$ cat src/alu_pkg.sv
package alu_pkg;

    // operand and result width
    localparam int DATA_W = 16;

    // opcode field width
    localparam int INST_W = 4;

    // step counter width, must reach 16
    localparam int STEP_W = 5;

    // lrcw always walks every bit of operand a
    localparam int LRCW_STEPS = 16;

    // signed saturation limits
    localparam logic [DATA_W-1:0] SAT_MAX = {1'b0, {(DATA_W-1){1'b1}}};
    localparam logic [DATA_W-1:0] SAT_MIN = {1'b1, {(DATA_W-1){1'b0}}};

    // opcodes, gaps are unused codes that return zero
    typedef enum logic [INST_W-1:0] {
        OP_ADD  = 4'd0,
        OP_SUB  = 4'd1,
        OP_GRAY = 4'd4,
        OP_LRCW = 4'd5,
        OP_ROT  = 4'd6,
        OP_CLZ  = 4'd7
    } alu_op_e;

    // control states
    typedef enum logic [1:0] {
        ST_IDLE,
        ST_ITER,
        ST_FINISH
    } alu_state_e;

endpackage

$ cat src/alu_ctrl_fsm.sv
`timescale 1ns/1ps

module alu_ctrl_fsm
    import alu_pkg::*;
(
    input  logic    i_clk,
    input  logic    i_rst_n,
    input  logic    i_in_valid,
    input  alu_op_e i_inst,
    input  logic    i_last,
    output logic    o_busy,
    output logic    o_accept,
    output logic    o_iter_start,
    output logic    o_step_en,
    output logic    o_out_strobe,
    output logic    o_sel_iter
);

    alu_state_e state;
    alu_state_e state_nxt;

    // single-step result due on the next edge
    logic pending;

    logic is_iter;

    // rot, clz and lrcw take several cycles
    assign is_iter = (i_inst inside {OP_ROT, OP_CLZ, OP_LRCW});

    // busy covers iteration and the finish cycle
    assign o_busy = (state != ST_IDLE);

    // requests while busy are dropped, not stalled
    assign o_accept     = i_in_valid && !o_busy;
    assign o_iter_start = o_accept && is_iter;

    // no step once the finish condition holds
    assign o_step_en = (state == ST_ITER) && !i_last;

    // write a result one cycle after a single-step accept or in finish
    assign o_out_strobe = pending || (state == ST_FINISH);
    assign o_sel_iter   = (state == ST_FINISH);

    always_comb begin
        state_nxt = state;
        case (state)
            ST_IDLE: begin
                if (o_iter_start) begin
                    state_nxt = ST_ITER;
                end
            end
            ST_ITER: begin
                if (i_last) begin
                    state_nxt = ST_FINISH;
                end
            end
            ST_FINISH: begin
                state_nxt = ST_IDLE;
            end
            default: begin
                state_nxt = ST_IDLE;
            end
        endcase
    end

    always_ff @(posedge i_clk or negedge i_rst_n) begin
        if (!i_rst_n) begin
            state   <= ST_IDLE;
            pending <= 1'b0;
        end else begin
            state   <= state_nxt;
            // one-cycle flag, a new accept can follow right behind
            pending <= o_accept && !is_iter;
        end
    end

endmodule

$ cat src/alu_iter_unit.sv
`timescale 1ns/1ps

module alu_iter_unit
    import alu_pkg::*;
(
    input  logic              i_clk,
    input  logic              i_rst_n,
    input  logic              i_start,
    input  logic              i_step_en,
    input  alu_op_e           i_inst,
    input  logic [DATA_W-1:0] i_data_a,
    input  logic [DATA_W-1:0] i_data_b,
    input  logic [STEP_W-1:0] i_step,
    output logic              o_last,
    output logic [DATA_W-1:0] o_iter_result
);

    alu_op_e           op_q;
    logic [DATA_W-1:0] a_q;
    logic [3:0]        amt_q;
    logic [DATA_W-1:0] work_q;

    // low step bits index into operand a
    logic [STEP_W-2:0] bit_idx;
    logic [STEP_W-2:0] clz_idx;
    logic              lrcw_ctl;
    logic              clz_hit;

    assign bit_idx = i_step[STEP_W-2:0];

    // lrcw control bit walks from lsb up
    assign lrcw_ctl = a_q[bit_idx];

    // clz tests from the msb down
    assign clz_idx = (STEP_W-1)'(DATA_W - 1) - bit_idx;
    assign clz_hit = a_q[clz_idx];

    always_ff @(posedge i_clk or negedge i_rst_n) begin
        if (!i_rst_n) begin
            op_q   <= OP_ADD;
            a_q    <= '0;
            amt_q  <= '0;
            work_q <= '0;
        end else if (i_start) begin
            op_q  <= i_inst;
            a_q   <= i_data_a;
            amt_q <= i_data_b[3:0];
            // lrcw works on b, rot works on a
            work_q <= (i_inst == OP_LRCW) ? i_data_b : i_data_a;
        end else if (i_step_en) begin
            case (op_q)
                OP_ROT: begin
                    // rotate right by one
                    work_q <= {work_q[0], work_q[DATA_W-1:1]};
                end
                OP_LRCW: begin
                    // shift left, refill with the inverted old msb
                    if (lrcw_ctl) begin
                        work_q <= {work_q[DATA_W-2:0], ~work_q[DATA_W-1]};
                    end
                end
                default: begin
                    // clz only counts
                    work_q <= work_q;
                end
            endcase
        end
    end

    // finish conditions per operation
    always_comb begin
        case (op_q)
            OP_ROT:  o_last = (i_step == {1'b0, amt_q});
            OP_LRCW: o_last = (i_step == STEP_W'(LRCW_STEPS));
            // zero operand runs to 16 like lrcw
            OP_CLZ:  o_last = (i_step == STEP_W'(DATA_W)) || clz_hit;
            default: o_last = 1'b1;
        endcase
    end

    // clz result is the count itself, 0 to 16
    assign o_iter_result = (op_q == OP_CLZ) ? {{(DATA_W-STEP_W){1'b0}}, i_step} : work_q;

endmodule

$ cat src/alu_result_stage.sv
`timescale 1ns/1ps

module alu_result_stage
    import alu_pkg::*;
(
    input  logic              i_clk,
    input  logic              i_rst_n,
    input  logic              i_accept,
    input  logic              i_out_strobe,
    input  logic              i_sel_iter,
    input  alu_op_e           i_inst,
    input  logic [DATA_W-1:0] i_data_a,
    input  logic [DATA_W-1:0] i_data_b,
    input  logic [DATA_W-1:0] i_iter_result,
    output logic [DATA_W-1:0] o_data,
    output logic              o_out_valid
);

    alu_op_e           op_q;
    logic [DATA_W-1:0] a_q;
    logic [DATA_W-1:0] b_q;

    logic [DATA_W:0]   sum;
    logic              ovf;
    logic [DATA_W-1:0] sat_out;
    logic [DATA_W-1:0] gray_out;
    logic [DATA_W-1:0] single_out;

    // operand register, second in-flight slot
    always_ff @(posedge i_clk or negedge i_rst_n) begin
        if (!i_rst_n) begin
            op_q <= OP_ADD;
            a_q  <= '0;
            b_q  <= '0;
        end else if (i_accept) begin
            op_q <= i_inst;
            a_q  <= i_data_a;
            b_q  <= i_data_b;
        end
    end

    // exact sum in one extra bit, no corner case at -32768
    always_comb begin
        if (op_q == OP_SUB) begin
            sum = {a_q[DATA_W-1], a_q} - {b_q[DATA_W-1], b_q};
        end else begin
            sum = {a_q[DATA_W-1], a_q} + {b_q[DATA_W-1], b_q};
        end
    end

    // top two bits disagree on overflow
    assign ovf = sum[DATA_W] ^ sum[DATA_W-1];

    // clamp direction follows the sign of a
    assign sat_out = !ovf ? sum[DATA_W-1:0] : (a_q[DATA_W-1] ? SAT_MIN : SAT_MAX);

    // each bit xor its upper neighbour, msb passes through
    assign gray_out = a_q ^ {1'b0, a_q[DATA_W-1:1]};

    always_comb begin
        case (op_q)
            OP_ADD:  single_out = sat_out;
            OP_SUB:  single_out = sat_out;
            OP_GRAY: single_out = gray_out;
            // unknown codes give zero
            default: single_out = '0;
        endcase
    end

    // output register, value holds until the next strobe
    always_ff @(posedge i_clk or negedge i_rst_n) begin
        if (!i_rst_n) begin
            o_data      <= '0;
            o_out_valid <= 1'b0;
        end else begin
            o_out_valid <= i_out_strobe;
            if (i_out_strobe) begin
                o_data <= i_sel_iter ? i_iter_result : single_out;
            end
        end
    end

endmodule

$ cat src/alu_step_counter.sv
`timescale 1ns/1ps

module alu_step_counter
    import alu_pkg::*;
(
    input  logic              i_clk,
    input  logic              i_rst_n,
    input  logic              i_clear,
    input  logic              i_advance,
    output logic [STEP_W-1:0] o_step
);

    logic at_max;

    // hold at 16, the longest run of any operation
    assign at_max = (o_step == STEP_W'(LRCW_STEPS));

    always_ff @(posedge i_clk or negedge i_rst_n) begin
        if (!i_rst_n) begin
            o_step <= '0;
        end else if (i_clear) begin
            // new iterative request
            o_step <= '0;
        end else if (i_advance && !at_max) begin
            o_step <= o_step + 1'b1;
        end
    end

endmodule

$ cat src/alu_top.sv
`timescale 1ns/1ps

module alu_top
    import alu_pkg::*;
(
    input  logic              i_clk,
    input  logic              i_rst_n,
    input  logic              i_in_valid,
    input  logic [INST_W-1:0] i_inst,
    input  logic [DATA_W-1:0] i_data_a,
    input  logic [DATA_W-1:0] i_data_b,
    output logic              o_busy,
    output logic              o_out_valid,
    output logic [DATA_W-1:0] o_data
);

    alu_op_e           inst_op;
    logic              accept;
    logic              iter_start;
    logic              step_en;
    logic              out_strobe;
    logic              sel_iter;
    logic              last;
    logic [STEP_W-1:0] step;
    logic [DATA_W-1:0] iter_result;

    // raw opcode field onto the enum, unused codes pass through
    assign inst_op = alu_op_e'(i_inst);

    alu_ctrl_fsm u_ctrl (
        .i_clk        (i_clk),
        .i_rst_n      (i_rst_n),
        .i_in_valid   (i_in_valid),
        .i_inst       (inst_op),
        .i_last       (last),
        .o_busy       (o_busy),
        .o_accept     (accept),
        .o_iter_start (iter_start),
        .o_step_en    (step_en),
        .o_out_strobe (out_strobe),
        .o_sel_iter   (sel_iter)
    );

    // one counter shared by rot, clz and lrcw
    alu_step_counter u_step (
        .i_clk     (i_clk),
        .i_rst_n   (i_rst_n),
        .i_clear   (iter_start),
        .i_advance (step_en),
        .o_step    (step)
    );

    alu_iter_unit u_iter (
        .i_clk         (i_clk),
        .i_rst_n       (i_rst_n),
        .i_start       (iter_start),
        .i_step_en     (step_en),
        .i_inst        (inst_op),
        .i_data_a      (i_data_a),
        .i_data_b      (i_data_b),
        .i_step        (step),
        .o_last        (last),
        .o_iter_result (iter_result)
    );

    alu_result_stage u_result (
        .i_clk         (i_clk),
        .i_rst_n       (i_rst_n),
        .i_accept      (accept),
        .i_out_strobe  (out_strobe),
        .i_sel_iter    (sel_iter),
        .i_inst        (inst_op),
        .i_data_a      (i_data_a),
        .i_data_b      (i_data_b),
        .i_iter_result (iter_result),
        .o_data        (o_data),
        .o_out_valid   (o_out_valid)
    );

endmodule

$ cat config.mk
export PLATFORM = sky130hd
export DESIGN_NAME = alu_top
export DESIGN_NICKNAME = d
export VERILOG_FILES = /design/src/alu_pkg.sv /design/src/alu_ctrl_fsm.sv /design/src/alu_iter_unit.sv /design/src/alu_result_stage.sv /design/src/alu_step_counter.sv /design/src/alu_top.sv
export SDC_FILE = /design/constraint.sdc
export NUM_CORES = 1
export LEC_CHECK = 0
export BUFFER_PORTS_ARGS = -buffer_cell sky130_fd_sc_hd__buf_4
export CORE_ASPECT_RATIO = 0.75
export CORE_UTILIZATION = 51
export CTS_BUF_LIST = sky130_fd_sc_hd__clkbuf_16
export CTS_CLUSTER_SIZE = 8
export DETAILED_ROUTE_END_ITERATION = 8
export PLACE_DENSITY = 0.82
export SLEW_MARGIN = 10
export SYNTH_ARGS = -nofsm -noshare
export SYNTH_HDL_FRONTEND = slang
export SYNTH_SLANG_ARGS = --single-unit
export TNS_END_PERCENT = 1
$ cat constraint.sdc
create_clock -name i_clk -period 3.8 [get_ports i_clk]
set_clock_uncertainty 0.2 [all_clocks]
set_input_delay 0.38 -clock i_clk [delete_from_list [all_inputs] [get_ports i_clk]]
set_output_delay 0.38 -clock i_clk [all_outputs]
set_load 0.02 [all_outputs]
# Yosys cells after proc, flatten, opt, wreduce, memory -nomap -nowiden
# Cells that the tools add are included.
word_totals:
  in_bits: 39
  ff_bits: 101
  output_inout_bits: 18
  wordCells: 78
classes:
  n_addsub: 4
  order_cmp: 2
  muxes: 21
  n_reduce_logical: 21
  bitwise_logic: 3
  n_eq_ne: 15
ops:
  columns: ["cell", "n"]
  rows:
  - ["two-way mux 16 bit", 8]
  - ["one-hot mux 16 bit (2 select lines)", 2]
  - ["== test 4 x 3 -> 1 bit, second input constant", 7]
  - ["adder 16 x 16 -> 17 bit", 1]
  - ["two-way mux 17 bit", 1]
  - ["subtractor 16 x 16 -> 17 bit", 1]
  - ["bitwise XOR 16 x 15 -> 16 bit", 1]
  - ["< comparator 4 x 5 -> 1 bit, second input constant", 2]
  - ["two-way mux 5 bit", 2]
  - ["binary-select mux 1 bit (select 4 bit)", 2]
  - ["nonzero test 2 bit", 3]
  - ["nonzero test 3 bit", 2]
  - ["adder 5 x 1 -> 5 bit, second input constant", 1]
  - ["== test 5 x 4 -> 1 bit", 1]
  - ["== test 5 bit, second input constant", 1]
  - ["logical AND 1 bit", 5]
  - ["== test 4 x 1 -> 1 bit, second input constant", 1]
  - ["logical NOT 1 bit", 4]
  - ["logical NOT 4 bit", 1]
  - ["two-way mux 2 bit", 2]
  - ["one-hot mux 2 bit (2 select lines)", 1]
  - ["subtractor 4 bit, first input constant", 1]
  - ["inequality test 3 x 2 -> 1 bit, second input constant", 1]
  - ["one-hot mux 1 bit (3 select lines)", 1]
  - ["12 further kinds", 14]

# Longest topological paths before layout
# Gate-level depths: netlist of run 1.
logic_depth:
  ltp_word: 10
  mapped_depth: 17
  ltp_nobuf: 16

# By module
# A second synthesis of run 1 with hierarchy kept.
unflattened:
  hier_cells: 618
  area_unflattened_um2: 6681.4
by_module_without_submodules:
  columns: ["mod", "cells_per_inst", "seq_area_each_um2", "instances", "area_each_um2"]
  rows:
  - ["alu_result_stage", 356, 1326.3, 1, 3664.8]
  - ["alu_iter_unit", 218, 1001.0, 1, 2575.0]
  - ["alu_step_counter", 27, 125.1, 1, 276.5]
  - ["alu_ctrl_fsm", 17, 75.1, 1, 165.2]

# Worst setup path after synthesis of run 1
# Ideal clock, no wire load.
synth_path:
  path_kind: "register to register"
  from: "reg u_result.b_q[0]"
  to: "reg u_result.o_data[2]"
  stages_incl_launch_ff: 18
  n_path_buf: 1
  synth_period_minus_slack_ns: 4.057
  setup_slack_ns: -0.257
  required_time_ns: 3.506
  arrival_ns: 3.763
  setup_time_ns: 0.094
  cell_sequence: "dfrtp_1 -> inv_1 -> ha_1 -> nor3b_1 -> and2_1 -> nand2_1 -> o41ai_1 -> xor2_1 -> ha_1 -> a21oi_1 -> a21boi_0 -> a311oi_1 -> o21ai_0 -> xnor3_1 -> xor2_2 -> o311a_1 -> buf_4 -> a221oi_2"
synth_between:
  elab_chain_len: 6
  word_cells_on_any_way: 7
  classes_between: "2 x add/sub; 4 x mux; 1 x bitwise"
synth_lines:
  columns: ["element", "line", "source"]
  rows:
  - ["start, declared", "alu_result_stage.sv:21", "logic [DATA_W-1:0] b_q;"]
  - ["start signal, assigned", "alu_result_stage.sv:38", "b_q <= i_data_b;"]
  - ["adder 16 x 16 -> 17 bit or subtractor 16 x 16 -> 17 bit (tied branches)", "alu_result_stage.sv:47, alu_result_stage.sv:45", null]
  - ["two-way mux 17 bit (*)", "alu_result_stage.sv:44", "if (op_q == OP_SUB) begin"]
  - ["bitwise XOR 1 bit", "alu_result_stage.sv:52", "assign ovf = sum[DATA_W] ^ sum[DATA_W-1];"]
  - ["two-way mux 16 bit (*)", "alu_result_stage.sv:55", "assign sat_out = !ovf ? sum[DATA_W-1:0] : (a_q[DATA_W-1] ? SAT_MIN : SAT_MAX);"]
  - ["one-hot mux 16 bit (2 select lines) (*)", "alu_result_stage.sv:61", "case (op_q)"]
  - ["two-way mux 16 bit (*)", "alu_result_stage.sv:78", "o_data <= i_sel_iter ? i_iter_result : single_out;"]
  - ["end signal, assigned", "alu_result_stage.sv:78", null]
  - ["end, declared", "alu_result_stage.sv:15", "output logic [DATA_W-1:0] o_data,"]
# Every way passes the cells marked *; elsewhere a longest branch is shown, timed or not.
# A chain may end at the register's enable or synchronous reset.

# Worst setup path after layout of run 1
layout_path:
  from: "reg u_result.b_q[1]"
  to: "reg u_result.o_data[2]"
# The elaborated chain is that of the path after synthesis.

==> summary.md, run 1 <==
| Metric | Value |
|---|---|
| Gate Count Post-Synth | 691 |
| Flops & latches, synth | 101 |
| Crit path required time | 3.85 ns |
| Pin count of the biggest net entering global routing | 72 |
| Port Buf Inserts | 56 |
| Post-synth EDFFs | 0 |
| Die width | 130 um |
| Mapped cell area | 0.00631 sq mm |
| R2R Setup Slk | -0.1 ns |
| Cts bufs inserted | 9 |
| Min Hold Slack | 0.0357 ns |
| Vias in the first global route | 5319 |
| Vias | 5670 |
| Dpl hpwl | 13200 um |
| Worst setup margin | -0.0971 ns |
| Final period util | 103% |
| # IOs | 57 |
| Placer Congestion | 0.959 |
| Area growth, synth to finish | 21.4% |
| Post-Route WL | 18200 um |
| Final ANT Viol Nets | 0 |
| Clock latency at the later pin of the worst-skew pair | 0.34 ns |
| Starting Density | 53.3% |
| Row count | 34 |
| Slew Limit Fails | 0 |
| M2 GR Usage | 41.7% |
| H-tree levels | 3 |
| GR Layer Usage met1 | 45.8% |
| Setup repair after global routing missed its margin | true |
| Worst relative slew slack | 22.8% |
| CTS tree | done |
| Actual slew at the worst max-slew pin | 1.15 ns |
| Core area | 0.0118 sq mm |
| Cell Area, Placed | 0.00709 sq mm |
| Height of the die | 98.3 um |
| Critical Path Fanout Max | 7 |
| Hold crit path type | input pin to register |
| Global routing's busiest layer | met1 |
| Gr ovfl total | 0 |
| Crit path cell chain | inv_2 -> ha_4 -> nor3b_4 -> and2_4 -> nand2_4 -> o41ai_4 -> xor2_1 -> ha_1 -> a21oi_2 -> a21boi_2 -> a311oi_2 -> o21ai_2 -> xnor3_1 -> xor2_2 -> buf_6 -> buf_6 -> a32oi_2 -> a221oi_2 |
| Count of yosys warnings during synthesis | 0 |
| DRC violations left | 0 |
| Vias per std cell | 6.07 |
| Status | finished with violations |
| Tmin final | 3.90 ns |
| WL per Instance | 19.5 um |
| Final hold vios | 0 |
| Most used cell, CP | buf_6 |
| CTS root buffer | clkbuf_16 |
| DR iter-0 viols | 601 |
| Design area | 0.00766 sq mm |
| Kind of critical path | register to register |
| Register area share after synthesis | 40.1% |
| DIE AREA | 0.0128 sq mm |
| Clock buffer depth | 2 |
| Nets@finish | 828 |
| Pre-Repair DR Iteration Count | 5 |
| Initial antenna violation count | 0 |
| Final setup fails | 11 |
| Netlist cell types | 57 |
| Syn nets | 750 |
| Ant. Diodes | 0 |
| CP arrival | 3.95 ns |
| Final core utilization | 64.7% |
| Met3 usage | 5.92% |
| Ys async rst share | 100% |
| Max stage delay cell, worst path | dfrtp_1 |
| Max Clk Rate | 257 MHz |
| GRT Util Overall | 29.3% |
| Ys flop type | dfrtp_1 |
| Layout cells sized above 1 | 27.1% |
| Crit-path max cell delay | 0.41 ns |
| First-pass GRT wire length | 28500 um |
| Failing checks | negative setup slack |
| CTS sink cnt | 101 |
| CP Launch Type | register |
| CTS clock-pin slew for the worst setup and hold paths | 0.07 ns |
| Mapped Avg Cell Area | 9.13 sq um |
| Crit end category | register |
| Max-cap violations | 0 |
## routing by layer
| metal | vias to the layer above | part of all wire, % |
|---|---|---|
| met4 | 0 | 1.1 |
| met3 | 20 | 10 |
| met2 | 316 | 44 |
| met1 | 2766 | 44 |
| li1 | 2568 | - |
| met5 | - | 0 |
## cell type report
| cell class | count | area, sq um |
|---|---|---|
| timing repair buffer | 106 | 810 |
| multi-input combinational | 539 | 3780 |
| clock inverter | 5 | 62.6 |
| clock buffer | 9 | 225 |
| tap | 162 | 203 |
| inverter | 12 | 45.0 |
| fill | 947 | 4170 |
| sequential | 101 | 2530 |
## flip-flops by register name, indices dropped and copies added, names as in the netlist
name,flops
u_ctrl.pending,1
u_iter.op_q,4
u_iter.amt_q,4
u_result.o_out_valid,1
u_step.o_step,5
u_result.a_q,16
u_result.o_data,16
u_iter.a_q,16
u_iter.work_q,16
u_ctrl.state,2
u_result.b_q,16
u_result.op_q,4
## stage by stage
step	setup WS, ns	std cells	setup TNS [ns]
final	-0.0971	934	-0.603
after global routing	-0.216	934	-1.85
after CTS	-0.177	929	-0.887
after detailed placement	-0.335	908	-3.83
after global placement	-0.0637	908	-0.0918
after floorplan	0.0634	691	0
## layout by cell type, fill, tap and decap left out, types with 3 or more instances in the layout
cell type / instances
xnor2_1: 23
mux2i_1: 22
nor3_1: 5
a32oi_1: 3
ha_1: 17
o21a_1: 3
buf_6: 3
a21oi_1: 23
nor2b_1: 6
o21ai_0: 47
inv_1: 10
a32oi_2: 4
nand2_1: 166
buf_4: 102
mux2_2: 36
mux4_2: 9
dfrtp_1: 99
nand3_1: 11
nand4_1: 3
o211ai_1: 3
o31ai_1: 10
clkbuf_16: 9
a21oi_2: 4
xor2_1: 27
a31oi_1: 14
nand3b_1: 3
a22oi_1: 4
nor2_1: 34
nand2b_1: 5
## cells in the mapped netlist, drive strengths merged (4+ instances only)
| library cell | count | area, sq um |
|---|---|---|
| a21oi | 28 | 144 |
| a22oi | 4 | 30.0 |
| a31oi | 16 | 100 |
| a32oi | 7 | 61.3 |
| and2 | 4 | 25.0 |
| buf | 7 | 37.5 |
| clkbuf | 32 | 120 |
| dfrtp | 101 | 2530 |
| ha | 19 | 238 |
| inv | 12 | 45.0 |
| mux2 | 36 | 405 |
| mux2i | 22 | 220 |
| mux4 | 9 | 203 |
| nand2 | 168 | 631 |
| nand2b | 5 | 31.3 |
| nand3 | 11 | 55.1 |
| nor2 | 34 | 128 |
| nor2b | 7 | 43.8 |
| nor3 | 8 | 51.3 |
| o21ai | 49 | 245 |
| o31ai | 11 | 82.6 |
| xnor2 | 23 | 201 |
| xor2 | 28 | 253 |
## cells by family (layout without fill, tap and decap cells)
kind of cell / after synthesis / after routing / synth area share, %
AND/OR/NAND/NOR: 256 / 256 / 17.5
AO/OA/AOI/OAI: 144 / 144 / 14.4
flip-flops: 101 / 101 / 40.1
multiplexers: 67 / 67 / 13.1
XOR/XNOR: 52 / 52 / 7.56
buffers and inverters: 51 / 132 / 3.21
adder cells (fa/ha/maj): 20 / 20 / 4.09
## critical path, delay by kind of cell (launching register included)
family,cells,cell delay [ns]
buffers and inverters,3,0.37
AOI/OAI and AO/OA,7,1.23
adders and majority gates,2,0.45
DFF,1,0.41
xor gates and xnor gates,3,0.70
and+or+nand+nor,3,0.43
## path summary, 6_finish.rpt
path,from,endpoint,cells after the start
max in group asynchronous,i_rst_n,u_iter.a_q[8]$_DFFE_PN0P_,3
hold reg to reg,u_iter.op_q[2]$_DFFE_PN0P_,u_iter.op_q[2]$_DFFE_PN0P_,1
hold / removal,i_data_b[15],u_result.b_q[15]$_DFFE_PN0P_,3
min in group asynchronous,i_rst_n,u_result.o_data[10]$_DFFE_PN0P_,2
setup / recovery,u_result.b_q[1]$_DFFE_PN0P_,u_result.o_data[2]$_DFFE_PN0P_,18
setup reg to reg,u_result.b_q[1]$_DFFE_PN0P_,u_result.o_data[2]$_DFFE_PN0P_,18
## repair_timing
item,in CTS,in global routing
pin swaps,18,17
buffers inserted,6,5
hold buffers,1,0
resized for setup,23,19
hold endpoints to repair,12,0
setup endpoints to repair,15,19
Power of run 1 is left out: the tool's default activity adds up to more than one toggle a clock period on the data nets, which glitch-free logic cannot reach.
==> run 2: changes to the inputs <==
Settings changed: PLACE_DENSITY 0.82 to 0.76.
==> run 2 against run 1 <==
  * The flow still finishes with violations (negative setup slack)
  * Die area unchanged
  * Critical path depth shrank 1
  * Worst setup slack better by 0.073 ns
  * Register-to-register slack better by 0.07 ns
  * Sequential share of layout area rose by 0.24 points
  * Global-route usage rose by 0.11 points
  * Wire length shrank 1.6%
  * Flip-flop and latch count stayed put
  * First-iteration DRC count shrank 3.0%
  * Via count down 2.1%
  * Fmax is 1.9% higher
  * Design area down 0.77%
  * Largest cell class unchanged
==> summary.md, run 2 (synthesis gave the netlist of run 1 again) <==
| Metric | Value |
|---|---|
| CTS tree | done |
| Failing checks | negative setup slack |
| WL per Instance | 19.1 um (-1.6%) |
| Most used cell, CP | buf_4 |
| Tmin final | 3.82 ns (-0.0731 ns) |
| Dpl hpwl | 13100 um (-1.1%) |
| Clock buffer depth | 2 (unchanged) |
| Reg2reg start | u_result.b_q[0]$_DFFE_PN0P_ |
| Vias | 5552 (-2.1%) |
| Hold path cells | 3 (unchanged) |
| Status | finished with violations |
| Port Buf Inserts | 56 (unchanged) |
| Cell Area, Placed | 0.00710 sq mm (+0.11%) |
| CP Launch Type | register |
| Ant. Diodes | 0 (unchanged) |
| Worst setup margin | -0.0240 ns (+0.0731 ns) |
| CTS sink cnt | 101 (unchanged) |
| Setup repair after global routing missed its margin | true |
| Slew Limit Fails | 0 (unchanged) |
| Final period util | 101% (-1.9 points) |
| R2R Setup Slk | -0.02 ns (+0.07 ns) |
| CTS clock-pin slew for the worst setup and hold paths | 0.07 ns (about the same) |
| Pre-Repair DR Iteration Count | 6 (+1) |
| Vias per std cell | 5.94 (-2.1%) |
| Vias in the first global route | 5266 (-1.0%) |
| Crit path required time | 3.86 ns (about the same) |
| Max stage delay cell, worst path | dfrtp_1 |
| Fill cell count | 982 (+3.7%) |
| GRT Util Overall | 29.4% (+0.11 points) |
| Actual slew at the worst max-slew pin | 1.15 ns (-0.000704 ns) |
| Final setup fails | 1 (-10) |
| Initial antenna violation count | 0 (unchanged) |
| Row count | 34 (unchanged) |
| Area growth, synth to finish | 20.5% |
| Kind of critical path | register to register |
| Design area | 0.00760 sq mm (-0.77%) |
| H-tree levels | 3 (unchanged) |
| CTS root buffer | clkbuf_16 |
| Most frequent cells in the layout | nand2_1, buf_4, dfrtp_1, o21ai_0, mux2_2 |
| Core area | 0.0118 sq mm (unchanged) |
| Cts bufs inserted | 9 (unchanged) |
| Hold crit path type | input pin to register |
| Crit end category | register |
| First-pass GRT wire length | 28400 um (-0.12%) |
| Placer Congestion | 0.959 (about the same) |
| Clock latency at the later pin of the worst-skew pair | 0.35 ns (about the same) |
| Starting Density | 53.3% (unchanged) |
| RR Endpoint | u_result.o_data[2]$_DFFE_PN0P_ |
| Worst min-delay path startpoint | i_data_b[15] |
| Pin count of the biggest net entering global routing | 62 (-14%) |
| Delay-heaviest family, CP | compound AO/OA/AOI/OAI gates |
| Final ANT Viol Nets | 0 (unchanged) |
| DIE AREA | 0.0128 sq mm (unchanged) |
| Max-cap violations | 0 (unchanged) |
| Worst relative slew slack | 22.9% (+0.047 points) |
| Layout cells sized above 1 | 25.6% (-1.4 points) |
| Nets@finish | 826 (-0.24%) |
| Final hold vios | 0 (unchanged) |
| Hold EP | u_result.b_q[15]$_DFFE_PN0P_ |
| Reg2Reg Depth | 17 (-1) |
| DR iter-0 viols | 583 (-3.0%) |
| DRC violations left | 0 (unchanged) |
| Height of the die | 98.3 um (unchanged) |
| Crit-path max cell delay | 0.40 ns (about the same) |
| Post-Route WL | 17900 um (-1.6%) |
| Crit path cell chain | inv_2 -> ha_4 -> nor3b_4 -> and2_4 -> buf_4 -> buf_4 -> a21oi_1 -> xnor2_1 -> ha_1 -> a21o_1 -> o21bai_1 -> a311oi_1 -> o21ai_1 -> xnor3_2 -> xor2_4 -> o311a_4 -> a221oi_2 |
| CP arrival | 3.88 ns (-0.07 ns) |
| Critical Path Fanout Max | 5 (-2) |
| Commonest non-fill, non-tap cell in the layout | nand2_1 |
| Die width | 130 um (unchanged) |
| Crit path buf inv count | 3 (unchanged) |
| Max Clk Rate | 262 MHz (+1.9%) |
| # IOs | 57 (unchanged) |
| Gr ovfl total | 0 (unchanged) |
-- run 2: final cells by class --
cell class	instances	area [sq um]	share of cell area, %
multi-input cells	540	3730	49.1
flip-flops and latches	101	2530	33.3
repair buffers	103	783	10.3
clock buffers	9	225	2.96
well taps	162	203	2.67
clock inverters	7	80.1	1.05
inverters	12	45.0	0.593
-- run 2: worst register-to-register path, delay by kind of cell (launching register included) --
family	cells	cell delay (ns)
adders and majority gates	2	0.36
buffers and inverters	3	0.29
xor gates and xnor gates	3	0.62
DFF	1	0.40
and+or+nand+nor	2	0.38
AOI/OAI and AO/OA	7	1.48
-- run 2: worst max path at each step --
stage                                start                             end  slack (ns)  cells after the start
2_1_floorplan  u_result.b_q[0]$_DFFE_PN0P_  u_result.o_data[2]$_DFFE_PN0P_        0.06                     17
3_3_place_gp   u_result.b_q[0]$_DFFE_PN0P_  u_result.o_data[2]$_DFFE_PN0P_       -0.06                     16
3_5_place_dp   u_result.b_q[1]$_DFFE_PN0P_  u_result.o_data[2]$_DFFE_PN0P_       -0.25                     16
4_1_cts        u_result.b_q[1]$_DFFE_PN0P_  u_result.o_data[2]$_DFFE_PN0P_       -0.07                     16
5_1_grt        u_result.b_q[0]$_DFFE_PN0P_  u_result.o_data[2]$_DFFE_PN0P_       -0.20                     16
6_report       u_result.b_q[0]$_DFFE_PN0P_  u_result.o_data[2]$_DFFE_PN0P_       -0.02                     17
-- run 2: what timing repair did --
item                       CTS  global route
gates resized for setup     16            14
setup endpoints to repair   15            16
gates cloned                 2             0
hold endpoints to repair    49             0
pin swaps                   15             6
buffers inserted             5             1
hold buffers                 1             0
-- run 2: per-stage QoR --
step	util (%)	hold slack [ns]	setup slack, ns	instances	TNS [ns]
after CTS	63.6	0.0271	-0.0716	933	-0.559
after global routing	64.2	0.0300	-0.201	934	-2.03
final	64.2	0.0326	-0.0240	934	-0.0240
after global placement	60.0	0.246	-0.0566	909	-0.0566
after detailed placement	60.0	0.243	-0.246	909	-2.48
after floorplan	-	-0.116	0.0634	691	0
-- run 2: per-layer routing --
layer	share of wire [%]	global-route usage, %
met1	47	45.9
met2	42	40.8
met3	9.6	6.41
met4	1.5	7.69
met5	0	0
Power of run 2 is left out for the same reason.
==> run 3: changes to the inputs <==
Settings changed: SETUP_SLACK_MARGIN set to 0.15.
==> run 3 against run 2 <==
  * The flow still finishes with violations (negative setup slack)
  * Worst setup slack better by 0.011 ns
  * First-iteration DRC count decreased by 3.4%
  * Register-to-register slack hardly changed
  * Flip-flop and latch count is the same
  * Sequential share of layout area shrank 0.19 points
  * Cell count up 0.54%
  * Critical path depth down 2
  * Design area grew 0.53%
  * Wire length is 0.40% higher
  * Non-clock buffer count grew 6
==> summary.md, run 3 (synthesis gave the netlist of run 1 again) <==
| Metric | Value |
|---|---|
| Status | finished with violations |
| Failing checks | negative setup slack |
| Layout cells sized above 1 | 26.0% (+0.35 points) |
| Height of the die | 98.3 um (unchanged) |
| R2R Setup Slk | -0.01 ns (about the same) |
| Core area | 0.0118 sq mm (unchanged) |
| Commonest non-fill, non-tap cell in the layout | nand2_1 |
| Actual slew at the worst max-slew pin | 0.759 ns (-0.392 ns) |
| # IOs | 57 (unchanged) |
| Max stage delay cell, worst path | dfrtp_1 |
| Placer Congestion | 0.948 (-1.1%) |
| Setup repair after global routing missed its margin | true |
| Most used cell, CP | buf_4 |
| Reg2reg start | u_result.b_q[3]$_DFFE_PN0P_ |
| Row count | 34 (unchanged) |
| WL per Instance | 19.1 um (-0.13%) |
| First-pass GRT wire length | 28600 um (+0.63%) |
| CTS tree | done |
| Post-Route WL | 17900 um (+0.40%) |
| DRC violations left | 0 (unchanged) |
| Starting Density | 53.3% (unchanged) |
| Max-cap violations | 0 (unchanged) |
| Crit-path max cell delay | 0.48 ns (+0.08 ns) |
| Placed insts | 909 (unchanged) |
| Tmin final | 3.81 ns (-0.0112 ns) |
| Final setup fails | 3 (+2) |
| CTS clock-pin slew for the worst setup and hold paths | 0.08 ns (about the same) |
| Most frequent cells in the layout | nand2_1, buf_4, dfrtp_1, o21ai_0, mux2_2 |
| Final Non-Filler Cells | 939 (+0.54%) |
| Crit end category | register |
| Pre-Repair DR Iteration Count | 5 (-1) |
| Die width | 130 um (unchanged) |
| Dpl hpwl | 13300 um (+1.8%) |
| CTS root buffer | clkbuf_16 |
| Worst setup margin | -0.0128 ns (+0.0112 ns) |
| DIE AREA | 0.0128 sq mm (unchanged) |
| Kind of critical path | register to register |
| CTS sink cnt | 101 (unchanged) |
| Final period util | 100% (-0.29 points) |
| Port Buf Inserts | 56 (unchanged) |
| Slew Limit Fails | 0 (unchanged) |
| Clock buffer depth | 2 (unchanged) |
| Ant. Diodes | 0 (unchanged) |
| Vias | 5583 (+0.56%) |
| Cell Area, Placed | 0.00711 sq mm (+0.21%) |
| Worst relative slew slack | 49.4% (+26 points) |
| Vias per std cell | 5.95 (about the same) |
| Critical Path Fanout Max | 5 (unchanged) |
| Dpl ws | -0.209 ns (+0.0375 ns) |
| Hold path cells | 3 (unchanged) |
| Hold EP | u_result.b_q[6]$_DFFE_PN0P_ |
| CP Launch Type | register |
| Pin count of the biggest net entering global routing | 58 (-6.5%) |
| Hold crit path type | input pin to register |
| Area growth, synth to finish | 21.1% |
| CP arrival | 3.90 ns (+0.02 ns) |
| Cts bufs inserted | 9 (unchanged) |
| H-tree levels | 3 (unchanged) |
| DR iter-0 viols | 563 (-3.4%) |
| Crit path required time | 3.88 ns (+0.02 ns) |
| Crit path cell chain | nor4_2 -> buf_4 -> nand2_1 -> o21ai_0 -> xor2_1 -> ha_1 -> a21oi_2 -> o21bai_1 -> a311oi_2 -> o21ai_2 -> xnor3_1 -> xor2_2 -> buf_4 -> o31a_1 -> a211oi_2 |
| Final ANT Viol Nets | 0 (unchanged) |
| Design area | 0.00764 sq mm (+0.53%) |
| Vias in the first global route | 5276 (+0.19%) |
| GRT Util Overall | 29.9% (+0.49 points) |
| Worst min-delay path startpoint | i_data_b[6] |
| RR Endpoint | u_result.o_data[11]$_DFFE_PN0P_ |
| Nets@finish | 831 (+0.61%) |
| Max Clk Rate | 262 MHz (+0.29%) |
| Final hold vios | 0 (unchanged) |
| Initial antenna violation count | 0 (unchanged) |
| Clock latency at the later pin of the worst-skew pair | 0.36 ns (about the same) |
| Gr ovfl total | 0 (unchanged) |
| Reg2Reg Depth | 15 (-2) |
==> run 3: routing by layer <==
layer | GRT usage [%] | vias up | routed length (um)
li1 | - | 2583 | -
met1 | 47.3 | 2714 | 8580
met2 | 41.1 | 256 | 7510
met4 | 7.52 | 0 | 244
met5 | 0 | - | 0
met3 | 6.19 | 30 | 1610
==> run 3: worst max-delay path by stage <==
stage	from	to	slack (ns)	cells past startpoint
2_1_floorplan	u_result.b_q[3]$_DFFE_PN0P_	u_result.o_data[2]$_DFFE_PN0P_	0.12	15
3_3_place_gp	u_result.b_q[1]$_DFFE_PN0P_	u_result.o_data[2]$_DFFE_PN0P_	-0.08	16
3_5_place_dp	u_result.b_q[1]$_DFFE_PN0P_	u_result.o_data[2]$_DFFE_PN0P_	-0.21	16
4_1_cts	u_result.b_q[1]$_DFFE_PN0P_	u_result.o_data[11]$_DFFE_PN0P_	-0.07	17
5_1_grt	u_result.b_q[1]$_DFFE_PN0P_	u_result.o_data[5]$_DFFE_PN0P_	-0.22	17
6_report	u_result.b_q[3]$_DFFE_PN0P_	u_result.o_data[11]$_DFFE_PN0P_	-0.01	15
==> run 3: cell type report <==
cell class,count,area (sq um)
clock inverters,7,66.3
multi-input cells,539,3740
clock buffers,9,225
well taps,162,203
fillers,994,4190
repair buffers,109,835
inverters,12,45.0
flip-flops and latches,101,2530
==> run 3: per-stage QoR <==
step	setup TNS (ns)	utilization (%)	hold WS (ns)
3_3_place_gp	-0.128	60.2	0.247
3_5_place_dp	-1.68	60.2	0.253
2_1_floorplan	0	-	-0.116
4_1_cts	-0.146	63.7	0.0164
6_report	-0.0271	64.6	0.0215
5_1_grt	-2.61	64.6	0.0258
==> run 3: critical path, delay by kind of cell (launching register included) <==
| family | cells | cell delay (ns) |
|---|---|---|
| adder cells (fa/ha/maj) | 1 | 0.30 |
| flip-flops | 1 | 0.48 |
| XOR/XNOR | 3 | 0.65 |
| buffers and inverters | 2 | 0.31 |
| AO/OA/AOI/OAI | 7 | 1.43 |
| AND/OR/NAND/NOR | 2 | 0.37 |
==> run 3: timing repair <==
action | 4_1_cts | 5_1_grt
pin swaps | 17 | 10
setup buffers | 5 | 7
hold endpoints to repair | 56 | 0
setup endpoints to repair | 15 | 32
gates resized for setup | 18 | 9
hold buffers | 1 | 0
cloned | 0 | 1
Power of run 3 is left out for the same reason.
